===== src/hw/lcd_pkg.sv =====
package lcd_pkg;

    // vector types with a meaning on the bus or in the regs
    typedef logic [7:0]  lcd_byte_t;
    typedef logic [31:0] lcd_word_t;
    typedef logic [3:0]  lcd_addr_t;
    typedef logic [2:0]  lcd_count_t;   // 0..4 parameter bytes
    typedef logic [23:0] lcd_delay_t;

    // apb register offsets
    localparam lcd_addr_t ADDR_PARAM  = 4'h0;
    localparam lcd_addr_t ADDR_CMD    = 4'h4;  // [7:0] code, [11:8] count
    localparam lcd_addr_t ADDR_STATUS = 4'h8;  // [0] busy

    localparam lcd_delay_t DELAY_CYCLES = 24'd480;  // settle time after reset/sleep
    localparam lcd_count_t MAX_PARAMS   = 3'd4;

    // ili9341 command codes
    localparam lcd_byte_t CMD_NOP     = 8'h00;
    localparam lcd_byte_t CMD_SWRESET = 8'h01;
    localparam lcd_byte_t CMD_SLPIN   = 8'h10;
    localparam lcd_byte_t CMD_SLPOUT  = 8'h11;
    localparam lcd_byte_t CMD_DISPOFF = 8'h28;
    localparam lcd_byte_t CMD_DISPON  = 8'h29;
    localparam lcd_byte_t CMD_CASET   = 8'h2A;
    localparam lcd_byte_t CMD_PASET   = 8'h2B;
    localparam lcd_byte_t CMD_RAMWR   = 8'h2C;
    localparam lcd_byte_t CMD_PIXFMT  = 8'h3A;

    // byte sequencer states
    typedef enum logic [2:0] {
        IDLE,
        SEND_CMD,
        STROBE_CMD,
        SEND_PAR,
        STROBE_PAR,
        DELAY,
        FINISH
    } seq_state_t;

endpackage

===== src/hw/lcd_ctrl_top.sv =====
`timescale 1ns/1ps

module lcd_ctrl_top import lcd_pkg::*; (
    input  logic      clk,
    input  logic      nrst,
    input  lcd_addr_t paddr,
    input  logic      psel,
    input  logic      penable,
    input  logic      pwrite,
    input  lcd_word_t pwdata,
    output lcd_word_t prdata,
    output logic      pready,
    output lcd_byte_t lcd_data,
    output logic      csx,      // active low
    output logic      dcx,      // 0 command, 1 parameter
    output logic      wrx       // active low, latched on rising edge
);

    logic       start;
    logic       busy;
    lcd_byte_t  cmd_code;
    logic [3:0] req_count;
    lcd_word_t  param_word;
    lcd_count_t param_count;
    logic       needs_delay;
    logic       timer_start;
    logic       timer_done;

    lcd_apb_regs lcd_apb_regs_inst (
        .clk(clk), .nrst(nrst),
        .paddr(paddr), .psel(psel), .penable(penable), .pwrite(pwrite), .pwdata(pwdata),
        .busy(busy), .prdata(prdata), .pready(pready), .start(start),
        .cmd_code(cmd_code), .req_count(req_count), .param_word(param_word)
    );

    lcd_cmd_table lcd_cmd_table_inst (
        .cmd_code(cmd_code), .req_count(req_count),
        .param_count(param_count), .needs_delay(needs_delay)
    );

    lcd_bus_seq lcd_bus_seq_inst (
        .clk(clk), .nrst(nrst), .start(start),
        .cmd_code(cmd_code), .param_word(param_word),
        .param_count(param_count), .needs_delay(needs_delay),
        .timer_done(timer_done), .timer_start(timer_start), .busy(busy),
        .lcd_data(lcd_data), .csx(csx), .dcx(dcx), .wrx(wrx)
    );

    lcd_delay_timer lcd_delay_timer_inst (
        .clk(clk), .nrst(nrst), .timer_start(timer_start), .timer_done(timer_done)
    );

endmodule


===== src/hw/lcd_delay_timer.sv =====
`timescale 1ns/1ps

module lcd_delay_timer import lcd_pkg::*; (
    input  logic clk,
    input  logic nrst,
    input  logic timer_start,
    output logic timer_done
);

    logic       running;
    lcd_delay_t cnt;

    // done lands in the last of DELAY_CYCLES cycles after the load
    always_ff @(posedge clk or negedge nrst) begin
        if (!nrst) begin
            running    <= 1'b0;
            cnt        <= '0;
            timer_done <= 1'b0;
        end else begin
            timer_done <= 1'b0;
            if (timer_start) begin
                running <= 1'b1;
                cnt     <= 24'd1;
            end else if (running) begin
                if (cnt == DELAY_CYCLES - 24'd1) begin
                    running    <= 1'b0;     // back to idle
                    timer_done <= 1'b1;
                end else begin
                    cnt <= cnt + 24'd1;
                end
            end
        end
    end

endmodule


===== src/hw/lcd_bus_seq.sv =====
`timescale 1ns/1ps

module lcd_bus_seq import lcd_pkg::*; (
    input  logic       clk,
    input  logic       nrst,
    input  logic       start,
    input  lcd_byte_t  cmd_code,
    input  lcd_word_t  param_word,
    input  lcd_count_t param_count,
    input  logic       needs_delay,
    input  logic       timer_done,
    output logic       timer_start,
    output logic       busy,
    output lcd_byte_t  lcd_data,
    output logic       csx,
    output logic       dcx,
    output logic       wrx
);

    seq_state_t state, state_nx;
    lcd_word_t  par_q;      // parameter bytes with the msb sent first
    lcd_count_t cnt_q;      // bytes to send
    lcd_count_t sent_q;     // bytes already strobed
    logic       delay_q;

    always_comb begin
        state_nx    = state;
        timer_start = 1'b0;
        case (state)
            IDLE: begin
                if (start) state_nx = SEND_CMD;
            end
            SEND_CMD: state_nx = STROBE_CMD;
            STROBE_CMD: begin
                if (cnt_q != '0) begin
                    state_nx = SEND_PAR;
                end else if (delay_q) begin
                    state_nx    = DELAY;
                    timer_start = 1'b1;
                end else begin
                    state_nx = FINISH;
                end
            end
            SEND_PAR: state_nx = STROBE_PAR;
            STROBE_PAR: begin
                if (sent_q + 3'd1 != cnt_q) begin
                    state_nx = SEND_PAR;
                end else if (delay_q) begin
                    state_nx    = DELAY;
                    timer_start = 1'b1;
                end else begin
                    state_nx = FINISH;
                end
            end
            DELAY: begin
                if (timer_done) state_nx = FINISH;
            end
            FINISH:  state_nx = IDLE;
            default: state_nx = IDLE;
        endcase
    end

    // outputs registered off the next state so the strobes stay clean
    always_ff @(posedge clk or negedge nrst) begin
        if (!nrst) begin
            state    <= IDLE;
            cnt_q    <= '0;
            sent_q   <= '0;
            delay_q  <= 1'b0;
            busy     <= 1'b0;
            csx      <= 1'b1;
            dcx      <= 1'b0;
            wrx      <= 1'b1;
            lcd_data <= '0;
        end else begin
            state <= state_nx;
            busy  <= (state_nx != IDLE);
            csx   <= !(state_nx inside {SEND_CMD, STROBE_CMD, SEND_PAR, STROBE_PAR});
            dcx   <= (state_nx inside {SEND_PAR, STROBE_PAR});
            wrx   <= !(state_nx inside {SEND_CMD, SEND_PAR});  // low while data sets up

            if (state == IDLE && start) begin
                cnt_q    <= param_count;
                delay_q  <= needs_delay;
                sent_q   <= '0;
                lcd_data <= cmd_code;
            end
            if (state_nx == SEND_PAR) begin
                lcd_data <= par_q[31:24];
            end
            if (state == STROBE_PAR) sent_q <= sent_q + 3'd1;
        end
    end

    // next parameter byte moves to the top as the current one is strobed
    always_ff @(posedge clk) begin
        if (state == IDLE && start) begin
            par_q <= param_word;
        end else if (state == SEND_PAR) begin
            par_q <= {par_q[23:0], 8'h00};  // next byte up
        end
    end

endmodule


===== src/hw/lcd_cmd_table.sv =====
`timescale 1ns/1ps

module lcd_cmd_table import lcd_pkg::*; (
    input  lcd_byte_t  cmd_code,
    input  logic [3:0] req_count,
    output lcd_count_t param_count,
    output logic       needs_delay
);

    lcd_count_t clipped;    // software count, limited to what the seq can send

    assign clipped = (req_count > {1'b0, MAX_PARAMS}) ? MAX_PARAMS : req_count[2:0];

    always_comb begin
        needs_delay = 1'b0;
        case (cmd_code)
            CMD_CASET, CMD_PASET: param_count = 3'd4;   // start/end column or page
            CMD_RAMWR:            param_count = 3'd2;
            CMD_PIXFMT:           param_count = 3'd1;
            CMD_NOP, CMD_DISPOFF, CMD_DISPON: begin
                param_count = 3'd0;
            end
            CMD_SWRESET, CMD_SLPIN, CMD_SLPOUT: begin
                // driver needs time to settle after these
                param_count = 3'd0;
                needs_delay = 1'b1;
            end
            default:              param_count = clipped;
        endcase
    end

endmodule


===== src/hw/lcd_apb_regs.sv =====
`timescale 1ns/1ps

module lcd_apb_regs import lcd_pkg::*; (
    input  logic      clk,
    input  logic      nrst,
    input  lcd_addr_t paddr,
    input  logic      psel,
    input  logic      penable,
    input  logic      pwrite,
    input  lcd_word_t pwdata,
    input  logic      busy,
    output lcd_word_t prdata,
    output logic      pready,
    output logic      start,
    output lcd_byte_t cmd_code,
    output logic [3:0] req_count,
    output lcd_word_t param_word
);

    logic cmd_access;   // access phase of a write to the command reg
    logic wr_done;      // write completes this cycle

    assign cmd_access = psel && penable && pwrite && (paddr == ADDR_CMD);

    // stall the command write until the sequencer is free
    assign pready = !(cmd_access && busy);

    assign wr_done = psel && penable && pwrite && pready;

    always_ff @(posedge clk or negedge nrst) begin
        if (!nrst) begin
            param_word <= '0;
            cmd_code   <= '0;
            req_count  <= '0;
            start      <= 1'b0;
        end else begin
            start <= 1'b0;  // one cycle pulse
            if (wr_done) begin
                case (paddr)
                    ADDR_PARAM: begin
                        param_word <= pwdata;
                    end
                    ADDR_CMD: begin
                        cmd_code  <= pwdata[7:0];
                        req_count <= pwdata[11:8];
                        start     <= 1'b1;  // kicks the sequencer next edge
                    end
                    default: begin
                        // status is read only
                    end
                endcase
            end
        end
    end

    // read mux, zero wait states
    always_comb begin
        prdata = '0;
        if (psel && !pwrite) begin
            case (paddr)
                ADDR_PARAM: begin
                    prdata = param_word;
                end
                ADDR_CMD: begin
                    prdata = {20'd0, req_count, cmd_code};
                end
                ADDR_STATUS: begin
                    prdata = {31'd0, busy};
                end
                default: begin
                    prdata = '0;
                end
            endcase
        end
    end

endmodule


===== config.mk =====
export PLATFORM = sky130hd
export DESIGN_NAME = lcd_ctrl_top
export DESIGN_NICKNAME = d
export VERILOG_FILES = /design/src/hw/lcd_pkg.sv /design/src/hw/lcd_ctrl_top.sv /design/src/hw/lcd_delay_timer.sv /design/src/hw/lcd_bus_seq.sv /design/src/hw/lcd_cmd_table.sv /design/src/hw/lcd_apb_regs.sv
export SDC_FILE = /design/constraint.sdc
export NUM_CORES = 1
export LEC_CHECK = 0
export BUFFER_PORTS_ARGS = -buffer_cell sky130_fd_sc_hd__buf_2
export CAP_MARGIN = 25
export CORE_AREA = 2 2 112 114
export CTS_CLUSTER_DIAMETER = 80
export DETAILED_ROUTE_END_ITERATION = 12
export DIE_AREA = 0 0 114 116
export HOLD_SLACK_MARGIN = 0.06
export PLACE_DENSITY = 0.7
export SLEW_MARGIN = 30
export SYNTH_ARGS = -nofsm -noshare
export SYNTH_HDL_FRONTEND = slang
export SYNTH_SLANG_ARGS = --single-unit

===== constraint.sdc =====
create_clock -name clk -period 4.1 [get_ports clk]
set_input_delay 0.41 -clock clk [delete_from_list [all_inputs] [get_ports clk]]
set_output_delay 0.41 -clock clk [all_outputs]
set_load 0.02 [all_outputs]

==> results summary <==
At the end of routability-driven placement, the weighted congestion stood at slightly above 0.8. The global-route wire length before repair is about 21 mm. The core area is around 12000 um2. The final hold violation count is 0. The layer flagged by global routing as most heavily used is met2.

Sorting the synthesized cells by how often they occur yields sky130_fd_sc_hd__dfrtp_1 (91), sky130_fd_sc_hd__mux2_2 (69), sky130_fd_sc_hd__and2_1 (40), sky130_fd_sc_hd__nor2_1 (33), sky130_fd_sc_hd__edfxtp_1 (32). The via count normalized by instance count came out at just under 6. The largest buffer count on any clock path is 2. The number of standard cells after synthesis is 494. The post-synthesis cell type with the largest combined area is sky130_fd_sc_hd__dfrtp_1. The largest incremental delay on the critical path is around 0.56 ns. From left edge to right edge, the die measures 114 um. The half-perimeter wire length after detailed placement came out at between 8 and 9 mm. After clock tree synthesis, the clock-pin slew on the worst setup and hold paths is approximately 0.060 ns. The post-synthesis sequential element count is 125. The fraction of synthesized cell area taken by the top area cell type is 0.386. The sequential standard cell area is 3290 um2. STA classifies the critical path startpoint as a register.

The synthesized cell area is roughly 6000 um2. The met1 global-route usage came out at 0.289. The share of final-layout standard cells stronger than drive strength 1 came out at 0.349.

The cell sitting at the root of the clock tree is a sky130_fd_sc_hd__clkbuf_16. Of the available clock period, the critical path in the final layout requires 0.605. The critical path goes through or3b_1, nor2_4, buf_4, mux2_2.

For this design, the slowest cell found on the critical path is sky130_fd_sc_hd__nor2_4. The CTS tree is yes. Among all flip-flop cells after synthesis, the most frequent one is sky130_fd_sc_hd__dfrtp_1. The detailed router finished its first iteration with 382 violations. For this run, asynchronously set or reset flops after synthesis account for 0.744.

The cts-stage hold buffer count came out at 0. The post-synthesis to final-layout area growth is 19.8%. In this run the remaining antenna-violating nets after routing total 0. Across the routed clock network, the largest skew measured is 0.0106 ns. The mean cell area of the mapped netlist is 12.0 um2.

The total negative slack for setup checks is 0 ns. Summing all multi-input logic gate instances after layout gives around 2500 um2. The transition at the pin with the smallest max-transition slack is ~0.95 ns.

The initial antenna violation count is 1. The number of setup violations in the final report is 0. The row count is 40. The number of design rule violations left after detail routing came out at 0. The later pin in the worst-skew pair is clocked with a latency of ~0.41 ns. The number of gates given a new drive strength after cts came out at 0. After routing the design area is roughly 7000 um2. The flow ran to the end, and the final reports show no timing, DRC or antenna violations.

The met3 track demand over resource in global routing came out at 0.0455. For this configuration, the core starts out at a cell density of 0.496. Based on the critical path, the design can be clocked at up to roughly 0.40 GHz. The vias after detailed routing came out at about 4300. For this run, the total global-route usage over all layers was measured as 0.207. Among all cell types in the netlist, the one instantiated most often is sky130_fd_sc_hd__dfrtp_1. The total cell area at the placement stage is approximately 6400 um2. For this run, the post-layout net count is slightly above 600. The number of library cell types mapped by synthesis is 56. The first detailed-routing pass ran for 4 iterations. The shortest period the worst path allows came out at roughly 2.5 ns. For this run, global-route usage on met2 was measured as 0.316. In this run the power density over the cells is 532 nW/um2.

The number of synthesized flops with an enable pin is 32. The power after layout is about 3.8 mW. After clock tree synthesis, the setup repair step added 0 buffers. The total number of yosys warnings came out at 0. In this run the worst path has a maximum fanout of 31. The number of buffers inserted during clock tree synthesis is 17.

STA classifies the critical path endpoint as a register. The class of the most critical hold timing path is primary input to async pin. The global route total overflow came out at 0. The total number of clock tree sinks came out at 125. The synthesized net count is between 500 and 600. The critical path is of the register to register type. The critical path arrival is approximately 2.6 ns. The worst-case IR drop observed on VDD is approximately 320 uV. The max-slew violation total from the final report came out at 0.

The area of the die is roughly 13000 um2. Ranked by total cell area, the synthesized netlist is headed by sky130_fd_sc_hd__dfrtp_1 (39%), sky130_fd_sc_hd__edfxtp_1 (16%), sky130_fd_sc_hd__mux2_2 (13%), sky130_fd_sc_hd__and2_1 (4.2%), sky130_fd_sc_hd__nor2_1 (2.1%). The relative max-transition margin is 0.370.

Setup repair after global routing left no endpoint under its margin. The routed wire length per instance came out at 17.4 um. The count of buffers from port buffering came out at 84.

The largest net degree at the start of global routing came out at 65. At the worst endpoint, the required time is 4.26 ns. The leakage power summed over all cells came out at around 3 nW. The CTS H-tree depth is 4.

The total length of routed wires came out at ~13 mm. The floorplan step set the die height to between 100 and 150 um. 85 I/O pins were placed. The number of filler cells placed in the layout came out at 969. The max-capacitance violation count came out at 0. Of the synthesized area, sequential elements account for 0.557. The number of global-route vias before repair came out at roughly 4200.
==> state kept, by name, indices dropped and copies added (netlist names), 4 cells and up <==
name and flops:
lcd_apb_regs_inst.param_word 32, lcd_delay_timer_inst.cnt 24, lcd_apb_regs_inst.req_count 4, lcd_bus_seq_inst.lcd_data 8, lcd_apb_regs_inst.cmd_code 8, lcd_bus_seq_inst.par_q 32
==> per-layer routing <==
| metal | up-vias | share of wire |
|---|---|---|
| li1 | 2019 | - |
| met2 | 110 | 0.48 |
| met1 | 2165 | 0.46 |
| met4 | 0 | 0.011 |
| met3 | 17 | 0.044 |
| met5 | - | 0 |
==> area by class of cell <==
cell class	count	area share
Tap cell	147	0.0260
Inverter	7	0.00371
Clock inverter	9	0.0157
Antenna cell	1	0.000354
Multi-Input combinational cell	336	0.351
Clock buffer	23	0.0689
Timing Repair Buffer	90	0.0689
Sequential cell	125	0.465
==> layout by cell type, fill, tap and decap left out, drive strengths merged, types with 17 or more instances in the layout <==
| master | n |
|---|---|
| nand2 | 19 |
| mux2 | 69 |
| edfxtp | 32 |
| clkbuf | 23 |
| and2 | 40 |
| dfrtp | 91 |
| nor2 | 33 |
| a21oi | 23 |
| o21ai | 17 |
| buf | 90 |
==> final timing paths <==
kind / from / endpoint / slack (ns) / depth (start not counted)
worst max-delay path: lcd_bus_seq_inst.state[0] / lcd_bus_seq_inst.par_q[26] / 1.62 / 4
min in group clk: pwdata[28] / lcd_apb_regs_inst.param_word[28] / 0.23 / 2
worst max register to register: lcd_bus_seq_inst.state[0] / lcd_bus_seq_inst.par_q[26] / 1.62 / 4
worst min-delay path: nrst / lcd_apb_regs_inst.param_word[18] / 0.09 / 1
worst min register to register: lcd_bus_seq_inst.par_q[31] / lcd_bus_seq_inst.lcd_data[7] / 0.47 / 1
max in group asynchronous: nrst / lcd_bus_seq_inst.sent_q[1] / 3.10 / 2
==> stage by stage <==
| stage | std cells | worst slack, ns | hold WS [ns] | util |
|---|---|---|---|---|
| 3_5_place_dp | 704 | 1.62 | 0.467 | 0.541 |
| 3_3_place_gp | 704 | 1.62 | 0.461 | 0.541 |
| 6_report | 738 | 1.62 | 0.0942 | 0.594 |
| 5_1_grt | 738 | 1.46 | 0.162 | 0.594 |
| 4_1_cts | 736 | 1.61 | 0.119 | 0.591 |
| 2_1_floorplan | 494 | 1.19 | 0.114 | - |
==> critical path, delay by kind of cell (launching register included) <==
kind | cells | cell delay (ns)
buf+inv | 1 | 0.36
flops | 1 | 0.46
mux | 1 | 0.36
simple gates | 2 | 1.03
==> power breakdown <==
group / switching (mW) / internal (mW) / total (mW)
clock network: 0.523 / 0.959 / 1.48
logic: 0.344 / 0.295 / 0.640
registers: 0.162 / 1.48 / 1.64
total: 1.03 / 2.73 / 3.76
==> cell families (layout without fill, tap and decap cells) <==
group / after synthesis / count (layout) / share of synthesized area
flip-flops: 125 / 125 / 0.557
multiplexers: 71 / 71 / 0.135
AO/OA/AOI/OAI: 90 / 90 / 0.103
other: 0 / 1 / 0
adder cells (fa/ha/maj): 2 / 2 / 0.00424
AND/OR/NAND/NOR: 165 / 165 / 0.160
XOR/XNOR: 8 / 8 / 0.0142
buffers and inverters: 33 / 129 / 0.0271
Power figures use the tool's default switching activity.
